### config.mk
export PLATFORM = sky130hd
export DESIGN_NAME = u1plus_ctrl_core
export DESIGN_NICKNAME = d
export VERILOG_FILES = /design/src/source/u1plus_pkg.sv /design/src/source/u1plus_ctrl_core.sv /design/src/source/readback_mux_16le.sv /design/src/source/vita_time_64.sv /design/src/source/settings_bus_16le.sv /design/src/source/misc_regs.sv /design/src/source/wb_decoder.sv
export SDC_FILE = /design/constraint.sdc
export NUM_CORES = 1
export LEC_CHECK = 0
export CAP_MARGIN = 20
export CORE_MARGIN = 4
export CORE_UTILIZATION = 40
export CTS_CLUSTER_SIZE = 8
export DETAILED_ROUTE_END_ITERATION = 10
export DONT_BUFFER_PORTS = 1
export MAX_ROUTING_LAYER = met4
export PLACE_DENSITY = 0.64
export SYNTH_ARGS = -nofsm -noshare
export SYNTH_HDL_FRONTEND = slang
export SYNTH_SLANG_ARGS = --single-unit
### constraint.sdc
create_clock -name wb_clk -period 11.4 [get_ports wb_clk]
set_clock_uncertainty 0.1 [all_clocks]
set_input_delay 0.57 -clock wb_clk [delete_from_list [all_inputs] [get_ports wb_clk]]
set_output_delay 0.57 -clock wb_clk [all_outputs]
set_load 0.03 [all_outputs]
### src/source/u1plus_pkg.sv
package u1plus_pkg;

   ////////////////////////////////////////////////////////////////////////////
   // bus and setting types

   typedef logic [10:0] wb_adr_t;     // byte address from the master
   typedef logic [15:0] wb_dat_t;
   typedef logic [7:0]  set_addr_t;   // setting register number
   typedef logic [31:0] set_data_t;
   typedef logic [63:0] vita_time_t;  // seconds in [63:32], ticks in [31:0]

   // which slave a bus address lands on
   typedef enum logic [1:0] {MISC, READBACK, SETTINGS, NONE} wb_slave_e;

   ////////////////////////////////////////////////////////////////////////////
   // register map

   localparam set_addr_t SR_TIME64     = 8'd42;  // +0 secs, +1 ticks, +2 mode
   localparam set_addr_t SR_REG_TEST32 = 8'd60;

   // misc register offsets, address bits 6..0
   localparam logic [6:0] REG_CGEN_CTRL = 7'd4;
   localparam logic [6:0] REG_CGEN_ST   = 7'd6;
   localparam logic [6:0] REG_TEST      = 7'd8;

   ////////////////////////////////////////////////////////////////////////////
   // constants

   localparam logic [1:0] CGEN_CTRL_RESET = 2'b11;  // sync_b high, ref_sel high
   localparam wb_dat_t    MISC_FILL       = 16'hBEEF;
   localparam set_data_t  COMPAT_NUM      = {16'd9, 16'd0};  // major, minor

   localparam int unsigned DEFAULT_TICKS_PER_SEC = 64_000_000;

   // slave decode on address bits 10..7
   localparam logic [3:0] SLAVE_MISC_ADDR     = 4'd0;
   localparam logic [3:0] SLAVE_READBACK_ADDR = 4'd7;
   localparam logic [3:0] SLAVE_SETTINGS_ADDR = 4'd8;
   localparam logic [3:0] SLAVE_SETTINGS_MASK = 4'd8;  // settings spans 8 slots

endpackage
### src/source/u1plus_ctrl_core.sv
`timescale 1ns/1ps

module u1plus_ctrl_core import u1plus_pkg::*;
#(
   parameter int unsigned ticks_per_sec = DEFAULT_TICKS_PER_SEC
)
(
   input  logic    wb_clk,
   input  logic    wb_rst,
   input  wb_adr_t wb_adr_i,
   input  wb_dat_t wb_dat_i,
   output wb_dat_t wb_dat_o,
   input  logic    wb_we_i,
   input  logic    wb_cyc_i,
   input  logic    wb_stb_i,
   output logic    wb_ack_o,

   input  logic    cgen_st_status_i,
   input  logic    cgen_st_ld_i,
   input  logic    cgen_st_refmon_i,
   output logic    cgen_sync_b_o,
   output logic    cgen_ref_sel_o,

   input  logic    pps_i
);

   logic       misc_stb, rb_stb, sb_stb;
   logic       misc_ack, rb_ack, sb_ack;
   wb_dat_t    misc_dat, rb_dat;

   logic       set_stb;     // settings bus, fans out to readback and time
   set_addr_t  set_addr;
   set_data_t  set_data;
   vita_time_t vita_time, vita_time_pps;

   ////////////////////////////////////////////////////////////////////////////
   // bus decode and slaves

   wb_decoder wb_decoder0
      (.wb_adr_i(wb_adr_i), .wb_stb_i(wb_stb_i), .wb_cyc_i(wb_cyc_i),
       .wb_dat_o(wb_dat_o), .wb_ack_o(wb_ack_o),
       .misc_stb_o(misc_stb), .rb_stb_o(rb_stb), .set_stb_o(sb_stb),
       .misc_dat_i(misc_dat), .rb_dat_i(rb_dat),
       .misc_ack_i(misc_ack), .rb_ack_i(rb_ack), .set_ack_i(sb_ack));

   misc_regs misc_regs0  // slave 0
      (.wb_clk(wb_clk), .wb_rst(wb_rst), .wb_adr_i(wb_adr_i), .wb_dat_i(wb_dat_i),
       .wb_we_i(wb_we_i), .wb_stb_i(misc_stb), .wb_dat_o(misc_dat), .wb_ack_o(misc_ack),
       .cgen_st_status_i(cgen_st_status_i), .cgen_st_ld_i(cgen_st_ld_i),
       .cgen_st_refmon_i(cgen_st_refmon_i),
       .cgen_sync_b_o(cgen_sync_b_o), .cgen_ref_sel_o(cgen_ref_sel_o));

   settings_bus_16le settings_bus0  // slave 8
      (.wb_clk(wb_clk), .wb_rst(wb_rst), .wb_adr_i(wb_adr_i), .wb_dat_i(wb_dat_i),
       .wb_we_i(wb_we_i), .wb_stb_i(sb_stb), .wb_ack_o(sb_ack),
       .set_stb_o(set_stb), .set_addr_o(set_addr), .set_data_o(set_data));

   readback_mux_16le readback_mux0  // slave 7
      (.wb_clk(wb_clk), .wb_rst(wb_rst), .wb_adr_i(wb_adr_i), .wb_stb_i(rb_stb),
       .wb_dat_o(rb_dat), .wb_ack_o(rb_ack),
       .set_stb_i(set_stb), .set_addr_i(set_addr), .set_data_i(set_data),
       .vita_time_i(vita_time), .vita_time_pps_i(vita_time_pps));

   ////////////////////////////////////////////////////////////////////////////
   // time base

   vita_time_64 #(.ticks_per_sec(ticks_per_sec)) vita_time0
      (.wb_clk(wb_clk), .wb_rst(wb_rst),
       .set_stb_i(set_stb), .set_addr_i(set_addr), .set_data_i(set_data),
       .pps_i(pps_i), .vita_time_o(vita_time), .vita_time_pps_o(vita_time_pps));

endmodule

### src/source/readback_mux_16le.sv
`timescale 1ns/1ps

module readback_mux_16le import u1plus_pkg::*;
(
   input  logic       wb_clk,
   input  logic       wb_rst,
   input  wb_adr_t    wb_adr_i,
   input  logic       wb_stb_i,
   output wb_dat_t    wb_dat_o,
   output logic       wb_ack_o,

   input  logic       set_stb_i,
   input  set_addr_t  set_addr_i,
   input  set_data_t  set_data_i,
   input  vita_time_t vita_time_i,
   input  vita_time_t vita_time_pps_i
);

   set_data_t reg_test32;
   set_data_t word_sel;
   wb_dat_t   hi_latch;    // upper half of the word read last
   logic      new_req;

   always_ff @(posedge wb_clk)
   begin
      if (wb_rst)
         reg_test32 <= '0;
      else if (set_stb_i && (set_addr_i == SR_REG_TEST32))
         reg_test32 <= set_data_i;
   end

   // 32-bit word map, index from address bits 5..2
   always_comb
   begin
      case (wb_adr_i[5:2])
         4'd0:    word_sel = vita_time_i[63:32];
         4'd1:    word_sel = vita_time_i[31:0];
         4'd2:    word_sel = vita_time_pps_i[63:32];
         4'd3:    word_sel = vita_time_pps_i[31:0];
         4'd4:    word_sel = reg_test32;
         4'd6:    word_sel = COMPAT_NUM;
         default: word_sel = '0;
      endcase
   end

   assign new_req = wb_stb_i & ~wb_ack_o;

   always_ff @(posedge wb_clk)
   begin
      if (wb_rst)
         wb_ack_o <= 1'b0;
      else
         wb_ack_o <= new_req;
   end

   // low half read freezes the high half so the pair stays coherent
   always_ff @(posedge wb_clk)
   begin
      if (new_req)
      begin
         if (!wb_adr_i[1])
         begin
            wb_dat_o <= word_sel[15:0];
            hi_latch <= word_sel[31:16];
         end
         else
            wb_dat_o <= hi_latch;
      end
   end

endmodule

### src/source/vita_time_64.sv
`timescale 1ns/1ps

module vita_time_64 import u1plus_pkg::*;
#(
   parameter int unsigned ticks_per_sec = DEFAULT_TICKS_PER_SEC
)
(
   input  logic       wb_clk,
   input  logic       wb_rst,
   input  logic       set_stb_i,
   input  set_addr_t  set_addr_i,
   input  set_data_t  set_data_i,
   input  logic       pps_i,
   output vita_time_t vita_time_o,
   output vita_time_t vita_time_pps_o
);

   logic [31:0] secs_hold, ticks_hold;
   logic [31:0] secs, ticks;
   logic        load_mode, load_now, load_armed;
   logic        ticks_wr;
   logic        pps_meta, pps_sync, pps_dly, pps_edge;

   assign ticks_wr = set_stb_i && (set_addr_i == SR_TIME64 + 8'd1);

   ////////////////////////////////////////////////////////////////////////////
   // time load settings

   always_ff @(posedge wb_clk)
   begin
      if (set_stb_i && (set_addr_i == SR_TIME64))
         secs_hold <= set_data_i;
      if (ticks_wr)
         ticks_hold <= set_data_i;
   end

   always_ff @(posedge wb_clk)
   begin
      if (wb_rst)
      begin
         load_mode  <= 1'b0;
         load_now   <= 1'b0;
         load_armed <= 1'b0;
      end
      else
      begin
         load_now <= ticks_wr & ~load_mode;
         if (set_stb_i && (set_addr_i == SR_TIME64 + 8'd2))
            load_mode <= set_data_i[0];
         if (ticks_wr && load_mode)
            load_armed <= 1'b1;  // wait for the next pps
         else if (pps_edge)
            load_armed <= 1'b0;
      end
   end

   ////////////////////////////////////////////////////////////////////////////
   // pps sync and edge detect, edge is seen 3 cycles after the rise

   always_ff @(posedge wb_clk)
   begin
      if (wb_rst)
      begin
         pps_meta <= 1'b0;
         pps_sync <= 1'b0;
         pps_dly  <= 1'b0;
         pps_edge <= 1'b0;
      end
      else
      begin
         pps_meta <= pps_i;
         pps_sync <= pps_meta;
         pps_dly  <= pps_sync;
         pps_edge <= pps_sync & ~pps_dly;
      end
   end

   ////////////////////////////////////////////////////////////////////////////
   // seconds / ticks counter

   always_ff @(posedge wb_clk)
   begin
      if (wb_rst)
      begin
         secs            <= '0;
         ticks           <= '0;
         vita_time_pps_o <= '0;
      end
      else
      begin
         if (pps_edge)
            vita_time_pps_o <= {secs, ticks};  // time at the detected edge
         if (load_now || (load_armed && pps_edge))
         begin
            secs  <= secs_hold;
            ticks <= ticks_hold;
         end
         else if (ticks == ticks_per_sec - 1)
         begin
            secs  <= secs + 32'd1;
            ticks <= '0;
         end
         else
            ticks <= ticks + 32'd1;
      end
   end

   assign vita_time_o = {secs, ticks};

endmodule

### src/source/settings_bus_16le.sv
`timescale 1ns/1ps

module settings_bus_16le import u1plus_pkg::*;
(
   input  logic      wb_clk,
   input  logic      wb_rst,
   input  wb_adr_t   wb_adr_i,
   input  wb_dat_t   wb_dat_i,
   input  logic      wb_we_i,
   input  logic      wb_stb_i,
   output logic      wb_ack_o,

   output logic      set_stb_o,
   output set_addr_t set_addr_o,
   output set_data_t set_data_o
);

   wb_dat_t lo_half;   // first write of a pair
   logic    new_req;

   // single ack per held request
   assign new_req = wb_stb_i & ~wb_ack_o;

   always_ff @(posedge wb_clk)
   begin
      if (wb_rst)
      begin
         wb_ack_o  <= 1'b0;
         set_stb_o <= 1'b0;
      end
      else
      begin
         wb_ack_o  <= new_req;
         set_stb_o <= new_req & wb_we_i & wb_adr_i[1];  // high half completes the word
      end
   end

   always_ff @(posedge wb_clk)
   begin
      if (new_req && wb_we_i)
      begin
         if (!wb_adr_i[1])
            lo_half <= wb_dat_i;
         else
         begin
            set_addr_o <= wb_adr_i[9:2];
            set_data_o <= {wb_dat_i, lo_half};
         end
      end
   end

endmodule

### src/source/misc_regs.sv
`timescale 1ns/1ps

module misc_regs import u1plus_pkg::*;
(
   input  logic    wb_clk,
   input  logic    wb_rst,
   input  wb_adr_t wb_adr_i,
   input  wb_dat_t wb_dat_i,
   input  logic    wb_we_i,
   input  logic    wb_stb_i,
   output wb_dat_t wb_dat_o,
   output logic    wb_ack_o,

   input  logic    cgen_st_status_i,
   input  logic    cgen_st_ld_i,
   input  logic    cgen_st_refmon_i,
   output logic    cgen_sync_b_o,
   output logic    cgen_ref_sel_o
);

   logic [1:0] reg_cgen_ctrl;
   wb_dat_t    reg_test;

   always_ff @(posedge wb_clk)
   begin
      if (wb_rst)
      begin
         reg_cgen_ctrl <= CGEN_CTRL_RESET;
         reg_test      <= '0;
      end
      else if (wb_stb_i && wb_we_i)
      begin
         case (wb_adr_i[6:0])
            REG_CGEN_CTRL: reg_cgen_ctrl <= wb_dat_i[1:0];
            REG_TEST:      reg_test      <= wb_dat_i;
            default:       ;  // read-only or unmapped
         endcase
      end
   end

   assign {cgen_sync_b_o, cgen_ref_sel_o} = reg_cgen_ctrl;

   always_comb
   begin
      case (wb_adr_i[6:0])
         REG_CGEN_CTRL: wb_dat_o = {14'd0, reg_cgen_ctrl};
         REG_CGEN_ST:   wb_dat_o = {13'd0, cgen_st_status_i, cgen_st_ld_i, cgen_st_refmon_i};
         REG_TEST:      wb_dat_o = reg_test;
         default:       wb_dat_o = MISC_FILL;
      endcase
   end

   assign wb_ack_o = wb_stb_i;  // zero wait state, decoder already gated with cyc

endmodule

### src/source/wb_decoder.sv
`timescale 1ns/1ps

module wb_decoder import u1plus_pkg::*;
(
   input  wb_adr_t wb_adr_i,
   input  logic    wb_stb_i,
   input  logic    wb_cyc_i,
   output wb_dat_t wb_dat_o,
   output logic    wb_ack_o,

   output logic    misc_stb_o,
   output logic    rb_stb_o,
   output logic    set_stb_o,
   input  wb_dat_t misc_dat_i,
   input  wb_dat_t rb_dat_i,
   input  logic    misc_ack_i,
   input  logic    rb_ack_i,
   input  logic    set_ack_i
);

   logic [3:0] dec_field;
   wb_slave_e  slave_sel;
   logic       req;

   assign dec_field = wb_adr_i[10:7];
   assign req       = wb_cyc_i & wb_stb_i;

   always_comb
   begin
      if ((dec_field & SLAVE_SETTINGS_MASK) == SLAVE_SETTINGS_ADDR)
         slave_sel = SETTINGS;
      else if (dec_field == SLAVE_MISC_ADDR)
         slave_sel = MISC;
      else if (dec_field == SLAVE_READBACK_ADDR)
         slave_sel = READBACK;
      else
         slave_sel = NONE;  // unused slots, never acked
   end

   assign misc_stb_o = req & (slave_sel == MISC);
   assign rb_stb_o   = req & (slave_sel == READBACK);
   assign set_stb_o  = req & (slave_sel == SETTINGS);

   // return path
   always_comb
   begin
      case (slave_sel)
         MISC:     begin wb_ack_o = misc_ack_i; wb_dat_o = misc_dat_i; end
         READBACK: begin wb_ack_o = rb_ack_i;   wb_dat_o = rb_dat_i;   end
         SETTINGS: begin wb_ack_o = set_ack_i;  wb_dat_o = '0;         end  // write only
         default:  begin wb_ack_o = 1'b0;       wb_dat_o = '0;         end
      endcase
   end

endmodule

# Word level (Yosys, flattened, before mapping)
# Cells that the tools add are included.
# op_classes
muxes	14
n_eq_ne	16
n_reduce_logical	19
add_sub_neg	2
bitwise_logic	15
# ops
op	n
32-bit case mux with 6 select lines	1
32-bit two-way mux	4
32-bit by 1-bit adder with 32-bit output, second input constant	2
16-bit case mux with 3 select lines	1
32-bit by 26-bit == test with 1-bit output, second input constant	1
8-bit by 6-bit == test with 1-bit output, second input constant	4
16-bit case mux with 2 select lines	1
16-bit two-way mux	1
7-bit by 3-bit == test with 1-bit output, second input constant	2
4-bit by 3-bit == test with 1-bit output, second input constant	3
1-bit bitwise AND	10
2-bit AND reduction	5
4-bit by 2-bit == test with 1-bit output, second input constant	2
1-bit logical AND	8
4-bit zero test	2
7-bit by 4-bit == test with 1-bit output, second input constant	1
2-bit two-way mux	3
1-bit NOT	5
4-bit by 1-bit == test with 1-bit output, second input constant	1
2-bit nonzero test	2
1-bit case mux with 3 select lines	1
2-bit by 1-bit == test with 1-bit output, second input constant	1
2-bit == test, second input constant	1
2-bit zero test	1
other kinds (2)	3
# word_totals
register_bits	340
wordCells	89
output_inout_bits	19
in_bits	36

# Longest topological paths before layout
# Gate-level depths: netlist (run 1).
# logic_depth
word_depth	9
mapped_depth	10
mapped_depth_nobuf	7

# Hierarchy
# Synthesis (run 1) repeated with hierarchy kept, for this count alone.
# unflattened
hier_cells	1314
area_unflattened_um2	15084.5
# by_module_without_submodules
mod	n_inst	seq_area_each_um2	area_each_um2	cells_each
vita_time_64	1	4624.4	8214.1	787
readback_mux_16le	1	1621.6	3779.9	313
settings_bus_16le	1	1721.7	1760.4	62
misc_regs	1	360.3	1071.0	126
wb_decoder	1	0.0	259.0	26

# Worst setup path before layout (run 1)
# Ideal clock, no wire load.
# synth_timing
path_type	input to register
from	in wb_we_i
to	reg settings_bus0.set_addr_o[0] (enable)
required_ns	10.813
path_slack_ns	7.339
t_arrival_ns	3.474
setup_time_ns	0.487
path_buffers	0
path_stages	2
path_cell_list	nand3_1 nor3_1
# synth_between
elab_chain_len	2
# synth_rtl
item	line_no	rtl
from (decl)	u1plus_ctrl_core.sv:13	input logic wb_we_i,
1-bit logical AND	settings_bus_16le.sv:40	if (new_req && wb_we_i)
2-bit AND reduction (no line)	--	
to (signal assigned)	settings_bus_16le.sv:46	set_addr_o <= wb_adr_i[9:2];
to (decl)	settings_bus_16le.sv:14	output set_addr_t set_addr_o,
# Every way passes these cells.
# A chain may end at the register's enable or synchronous reset.

# Worst setup path in the final report (run 1)
# layout_timing
from	in wb_adr_i[2]
to	out wb_dat_o[1]
# layout_between
elab_chain_len	3
elab_cells_between_ends	5
cone_classes	eq/ne (3); mux (2)
# layout_rtl
item	line_no	rtl
from (decl)	u1plus_ctrl_core.sv:10	input wb_adr_t wb_adr_i,
7-bit by 4-bit == test with 1-bit output or 7-bit by 3-bit == test with 1-bit output (tied branches)	misc_regs.sv:45	case (wb_adr_i[6:0])
16-bit case mux with 3 select lines *	misc_regs.sv:45	
16-bit case mux with 2 select lines *	wb_decoder.sv:47	case (slave_sel)
to (decl)	u1plus_ctrl_core.sv:12	output wb_dat_t wb_dat_o,
# Every way passes the cells marked *; elsewhere a longest branch is shown, timed or not.

==> summary.txt, run 1 <==
Status = finished clean
Crit path time final = 3.75 ns
GRT Resource Usage Total = 21.1%
Sequential fraction of the synthesis area = 60.9%
Initial core utilization = 40.7%
Mapped Area = 0.0137 mm²
Crit Path Max Fanout = 33
Element type at the critical path end = output pin
Main area contributors after synthesis = edfxtp_1 33%, dfxtp_1 28%, nand2_1 5.4%
Core area = 0.0336 mm²
Max Clock Freq = 267 MHz
CP Data Arrival Time = 3.08 ns
I/O Pins = 55
Final setup violation count = 0
Largest net degree at the start of global routing = 164
Setup crit start kind = input port
Synth cell types = 53
Rows = 67
Fraction of registers with async set/reset = 0%
Area Overhead vs Synth = 13.7%
Grt total ovfl = 0
Top FF cell, synth = dfxtp_1
RePlAce Congestion = 0.857
Cells after Synth = 1256
Layout cells sized above 1 = 7.88%
CP Class = input port to output pin
Leading cell type in the layout, fill and taps excluded = nand2_1
Max transition margin = 34.6%
Pwr dens = 170 mW/mm²
Commonest cells after routing, fill and taps aside = 197 x nand2_1, 187 x dfxtp_1, 152 x edfxtp_1
Via density = 5.78
Vias = 10011
Inserted Clock Buffers = 48
Tcrit/Tclk final = 32.9%
Die height = 193 µm
Post-synth EDFFs = 152
Sink of the worst hold path = settings_bus0.lo_half[11]
Synth top area share = 33.4%
Max-Cap Viols = 0
Post-Syn Nets = 1294
Avg WL per Cell = 22.3 µm
ANT nets after route = 0
Syn avg cell area = 10.9 µm²
Initial DRC Count = 1196
Vias in the first global route = 9543
Clock-pin slew on the worst setup and hold paths = 0.05 ns
Die area = 0.0372 mm²
Setup slack, reg-to-reg = 8.32 ns
R2R depth = 5
P_leak = 5.10 nW
Fin area = 0.0155 mm²
Die width = 193 µm
Worst Hold Class = input port to flop
Worst hold start = wb_dat_i[11]
Inst Count DP = 1638
Maximum VDD drop = 0.166 mV
R2r startpoint = vita_time0.ticks[12]
CTS tree = built
Initial antenna violation count = 1
DR pass1 iterations = 7
Reg2reg end = vita_time0.ticks[26]
RSZ-0062 raised after global routing = no
Clk Latency, worst-skew pair = 0.54 ns
Longest Clk Path Bufs = 3
Post-CTS Setup Bufs = 0
Hold depth = 0
Final hold viol count = 0
Leading area contributor after synthesis = edfxtp_1
Clk root buf = clkbuf_16
Worst Path Required = 10.73 ns
Yosys warnings = 0
Register bit total from synthesis = 340
Post-Route WL = 38700 µm
Residual DRC count = 0
Dpl cell area = 0.0141 mm²
Setup TNS Final = 0 ns
Clock sinks = 340
# port buffers = 0
Final non-filler cell total = 1731
First-pass GRT wire length = 58200 µm
Max-slew violation count = 0
Worst-Margin Slew = 0.978 ns
Post-DP HPWL = 23200 µm
H-tree depth = 2
Final #Nets = 1280
==> what timing repair did <==
item / in CTS / in global routing
resized for setup: 0 / 0
hold buffers: 1 / 0
endpoints found under the hold margin: 6 / 0
==> metal layers <==
layer / GRT usage, % / share of wire (%) / routed length [µm]
met2: 31.8 / 45 / 17400
met4: 5.70 / 2.4 / 945
met5: - / 0 / 0
met3: 4.00 / 8.3 / 3220
met1: 29.4 / 44 / 17100
==> registers in the layout (all words and copies together) (netlist names), 2 cells and up <==
register	flops
misc_regs0.reg_cgen_ctrl	2
vita_time0.vita_time_pps_o	64
vita_time0.ticks	32
misc_regs0.reg_test	16
readback_mux0.wb_dat_o	16
settings_bus0.set_addr_o	8
readback_mux0.hi_latch	16
vita_time0.secs	32
vita_time0.ticks_hold	32
readback_mux0.reg_test32	32
settings_bus0.set_data_o	32
vita_time0.secs_hold	32
settings_bus0.lo_half	16
==> Yosys cell counts, types with 3 or more instances <==
master	instances
o21ai_0	39
nor3_1	13
and4_1	10
xor2_1	39
nor4_1	11
inv_1	7
buf_1	7
nand2_1	197
dfxtp_1	188
xnor2_1	15
and3_1	12
a21oi_1	71
mux2i_1	66
buf_2	3
a21o_1	3
buf_6	4
a22o_1	18
a22oi_1	31
a211oi_1	31
a32o_1	3
nor2_1	127
nand3_1	37
edfxtp_1	152
nand4_1	19
a211oi_2	4
a222oi_1	32
nand2b_1	4
nor2b_1	5
clkbuf_1	72
==> worst max-delay path, cell delays in order <==
cell,delay [ns]
nor4b_2,0.24
buf_4,0.47
and3_1,0.71
a22o_1,0.25
a211oi_1,0.05
o21ai_0,0.78
==> worst max path at each step <==
stage / startpoint / to / slack [ns]
finish: wb_adr_i[2] / wb_dat_o[1] / 7.65
global route: wb_adr_i[2] / wb_dat_o[1] / 7.54
CTS: wb_adr_i[2] / wb_dat_o[1] / 7.69
detailed placement: wb_adr_i[2] / wb_dat_o[1] / 7.68
global placement: wb_adr_i[2] / wb_dat_o[1] / 7.71
floorplan: wb_we_i / settings_bus0.set_addr_o[0] / 7.34
==> cells by family (layout without fill, tap and decap cells) <==
family,count (synthesis),count (layout),synth area share (%)
other,0,1,0
buffers and inverters,94,120,2.86
xor gates and xnor gates,54,54,3.46
AOI/OAI and AO/OA,243,243,12.4
DFF,340,340,60.9
adders and majority gates,2,2,0.183
muxes,66,66,4.83
and+or+nand+nor,457,457,15.3
==> through the flow <==
step | utilization, % | power (W) | hold slack, ns | worst slack (ns)
floorplan | - | 0.00133 | 0.267 | 7.34
global placement | 41.9 | 0.00134 | 0.262 | 7.71
detailed placement | 41.9 | 0.00134 | 0.269 | 7.68
CTS | 46.2 | 0.00266 | 0.00294 | 7.69
global route | 46.2 | 0.00272 | 0.00603 | 7.54
finish | 46.2 | 0.00264 | 0.0243 | 7.65
==> area by class of cell <==
type / count / area, µm²
diodes: 1 / 2.50
clock buffers: 88 / 1390
clock inverters: 2 / 17.5
fillers: 3051 / 18100
inverters: 7 / 26.3
multi-input cells: 822 / 5020
flip-flops and latches: 340 / 8330
well taps: 448 / 561
repair buffers: 23 / 179
==> power breakdown <==
| group | leakage (nW) | switching (W) | total [W] | internal, W |
|---|---|---|---|---|
| Combinational | 1.53 | 0.0000260 | 0.0000359 | 0.00000981 |
| Sequential | 2.90 | 0.00000456 | 0.00128 | 0.00127 |
| Clock | 0.670 | 0.000509 | 0.00133 | 0.000816 |
Note: power is estimated with default switching activity, not from simulation.
==> run 2: changes to the inputs <==
--- a/config.mk
+++ b/config.mk
@@ -5,6 +5,7 @@
 export SDC_FILE = /design/constraint.sdc
 export NUM_CORES = 1
 export LEC_CHECK = 0
+export ABC_AREA = 1
 export CAP_MARGIN = 20
 export CORE_MARGIN = 4
 export CORE_UTILIZATION = 40
@@ -12,7 +13,7 @@
 export DETAILED_ROUTE_END_ITERATION = 10
 export DONT_BUFFER_PORTS = 1
 export MAX_ROUTING_LAYER = met4
-export PLACE_DENSITY = 0.64
+export PLACE_DENSITY = 0.66
 export SYNTH_ARGS = -nofsm -noshare
 export SYNTH_HDL_FRONTEND = slang
 export SYNTH_SLANG_ARGS = --single-unit
==> constraint.sdc (replaced) <==
create_clock -name wb_clk -period 3 [get_ports wb_clk]
set_clock_uncertainty 0.1 [all_clocks]
set_input_delay 0.15 -clock wb_clk [delete_from_list [all_inputs] [get_ports wb_clk]]
set_output_delay 0.15 -clock wb_clk [all_outputs]
set_load 0.03 [all_outputs]
==> run 2 against run 1 <==
Against the previous run:
- largest cell class unchanged
- sequential cell count is the same
- clock power increased to 3.8 times the previous value
- count of clock-buffer cells in the layout shrank 3
- non-clock buffer count rose by 41
- register-to-register slack worse by 7.8 ns
==> summary.txt, run 2 <==
Clock-pin slew on the worst setup and hold paths = 0.06 ns (was 0.05 ns)
Element type at the critical path end = flop (was output pin)
RSZ-0062 raised after global routing = no (unchanged)
Top FF cell, synth = dfxtp_1 (unchanged)
Clk root buf = clkbuf_16 (unchanged)
Initial core utilization = 40.6% (was 40.7%)
Post-Syn Nets = 1828 (was 1294)
Layout cells sized above 1 = 6.74% (was 7.88%)
Max-Cap Viols = 0 (unchanged)
Tcrit/Tclk final = 82.7%
Synth top area share = 30.7% (was 33.4%)
Dpl cell area = 0.0154 mm² (was 0.0141 mm²)
Synth cell types = 39 (was 53)
Core area = 0.0366 mm² (was 0.0336 mm²)
Post-Route WL = 48100 µm (was 38700 µm)
Avg WL per Cell = 20.7 µm (was 22.3 µm)
Max Clock Freq = 403 MHz
Most frequent cell after synthesis = nand2_1 (unchanged)
Initial antenna violation count = 1 (unchanged)
Syn avg cell area = 8.31 µm² (was 10.9 µm²)
Max-slew violation count = 0 (unchanged)
CP Data Arrival Time = 2.85 ns (was 3.08 ns)
Vias = 12733 (was 10011)
Leading cell type in the layout, fill and taps excluded = nand2_1 (unchanged)
Critical-path cell list = ha_1 > inv_1 > nor2_2 > nand2_2 > nor2_4 > nand2_4 > nand2_8 > inv_2 > nor2_1 > nor2_1 (was nor4b_2 > buf_4 > and3_1 > a22o_1 > a211oi_1 > o21ai_0)
Post-DP HPWL = 32500 µm (was 23200 µm)
Grt total ovfl = 0 (unchanged)
Top cells by count, synth = 446 x nand2_1, 188 x dfxtp_1, 181 x a21oi_1 (was 197 x nand2_1, 188 x dfxtp_1, 152 x edfxtp_1)
Mapped Area = 0.0149 mm² (was 0.0137 mm²)
I/O Pins = 55 (unchanged)
DR pass1 iterations = 6 (was 7)
Fin area = 0.0172 mm² (was 0.0155 mm²)
Reg with most FFs = vita_time0.vita_time_pps_o (unchanged)
Main area contributors after synthesis = edfxtp_1 31%, dfxtp_1 25%, nand2_1 11% (was edfxtp_1 33%, dfxtp_1 28%, nand2_1 5.4%)
Clock sinks = 340 (unchanged)
CTS tree = built (unchanged)
Rows = 70 (was 67)
Register bit total from synthesis = 340 (unchanged)
Critical path's slowest cell = inv_2 (was o21ai_0)
Setup TNS Final = 0 ns (unchanged)
Status = finished clean (unchanged)
Initial DRC Count = 1403 (was 1196)
CP Class = flop to flop (was input port to output pin)
Clk Latency, worst-skew pair = 0.57 ns (was 0.54 ns)
Leading area contributor after synthesis = edfxtp_1 (unchanged)
Die height = 201 µm (was 193 µm)
Residual DRC count = 0 (unchanged)
Final #Nets = 1854 (was 1280)
Crit Path Max Fanout = 29 (was 33)
Final setup violation count = 0 (unchanged)
Yosys warnings = 0 (unchanged)
Die area = 0.0403 mm² (was 0.0372 mm²)
GRT Resource Usage Total = 23.7% (was 21.1%)
Crit-path most repeated cell = nor2_1
Longest Clk Path Bufs = 3 (unchanged)
First-pass GRT wire length = 72400 µm (was 58200 µm)
Worst Path Required = 3.37 ns (was 10.73 ns)
Setup crit start kind = flop (was input port)
Pwr dens = 599 mW/mm² (was 170 mW/mm²)
Worst Hold Class = input port to flop (unchanged)
H-tree depth = 2 (unchanged)
Crit path time final = 2.48 ns
Die width = 201 µm (was 193 µm)
Cells after Synth = 1790 (was 1256)
Post-synth EDFFs = 152 (unchanged)
Commonest cells after routing, fill and taps aside = 446 x nand2_1, 187 x dfxtp_1, 181 x a21oi_1 (was 197 x nand2_1, 187 x dfxtp_1, 152 x edfxtp_1)
Max transition margin = 45.5% (was 34.6%)
ANT nets after route = 0 (unchanged)
Crit path buffers/inverters = 2 (was 1)
Maximum VDD drop = 0.505 mV (was 0.166 mV)
Fraction of registers with async set/reset = 0% (unchanged)
Kind of cell adding the most delay to the critical path = simple AND/OR/NAND/NOR gates (was compound AO/OA/AOI/OAI gates)
Worst-Margin Slew = 0.815 ns (was 0.978 ns)
Final hold viol count = 0 (unchanged)
P_leak = 6.35 nW (was 5.10 nW)
# port buffers = 0 (unchanged)
CP peak stage delay = 0.61 ns (was 0.78 ns)
Sequential fraction of the synthesis area = 56.0% (was 60.9%)
Area Overhead vs Synth = 15.5% (was 13.7%)
Largest register FFs = 64 (unchanged)
Via density = 5.48 (was 5.78)
Vias in the first global route = 12086 (was 9543)
Inserted Clock Buffers = 48 (unchanged)
RePlAce Congestion = 0.997 (was 0.857)
Largest net degree at the start of global routing = 77 (was 164)
## run 2: cell types whose count changed after synthesis, sizes merged, moves of 13 or more
cell	before	now
nand2	197	451
inv	7	157
o21ai	39	178
a21oi	71	181
nand3	37	135
mux2i	66	9
nor2	127	176
a211oi	35	0
a222oi	32	0
a22oi	31	0
xor2	39	11
a22o	18	0
xnor2	15	0
o22ai	0	13
## run 2: power by group
group          internal (W)  total [W]  switching (W)  leakage, nW
combinational     0.0000887   0.000290       0.000201         2.80
clock               0.00303    0.00510        0.00207        0.672
sequential          0.00487    0.00490      0.0000337         2.88
total               0.00799     0.0103        0.00230         6.35
## run 2: layout make-up
cell class | instances | area [µm²]
Fill cell | 3529 | 19400
Sequential cell | 340 | 8330
Multi-Input combinational cell | 1204 | 5630
Clock buffer | 85 | 1340
Timing Repair Buffer | 64 | 616
Inverter | 158 | 594
Tap cell | 468 | 586
Clock inverter | 4 | 85.1
Antenna cell | 1 | 2.50
## run 2: worst paths after layout
check / startpoint / to / slack [ns] / cells after the start
max: vita_time0.ticks[1] / vita_time0.secs[14] / 0.52 / 10
min: wb_adr_i[2] / misc_regs0.reg_test[13] / 0.02 / 6
min reg2reg: vita_time0.pps_dly / vita_time0.pps_edge / 0.29 / 1
max reg2reg: vita_time0.ticks[1] / vita_time0.secs[14] / 0.52 / 10
## run 2: metal layers
metal / track usage [%] / part of all wire, % / up-vias
met5: - / 0 / -
met4: 7.99 / 3.4 / 0
met3: 4.18 / 8.6 / 102
met2: 36.4 / 46 / 591
met1: 32.0 / 42 / 6002
li1: - / - / 6038
## run 2: cell families after synthesis
| kind of cell | synth area share (%) |
|---|---|
| AOI/OAI and AO/OA | 13.9 |
| xor gates and xnor gates | 0.648 |
| adders and majority gates | 0.168 |
| buffers and inverters | 6.50 |
| DFF | 56.0 |
| muxes | 0.606 |
| and+or+nand+nor | 22.1 |
## run 2: per-stage QoR
step	worst slack, ns	util, %	total power, W	cells	hold WS, ns
2_1_floorplan	0.0372	-	0.00514	1790	0.149
3_3_place_gp	0.664	42.1	0.00521	2199	0.129
3_5_place_dp	0.579	42.1	0.00521	2199	0.135
4_1_cts	0.537	46.9	0.0103	2323	0.0122
5_1_grt	0.308	46.9	0.0106	2323	0.0787
6_report	0.518	46.9	0.0103	2324	0.0203
## run 2: tightest hold or removal path, stage by stage
cell and delay, ns:
inv_1 0.05, nand3_2 0.11, nor2_4 0.09, inv_2 0.09, nor3_4 0.04, a21oi_1 0.12
## run 2: what timing repair did
action	CTS	global route
buffers inserted	0	0
endpoints found under the hold margin	159	0
resized for setup	0	0
hold buffers	35	0
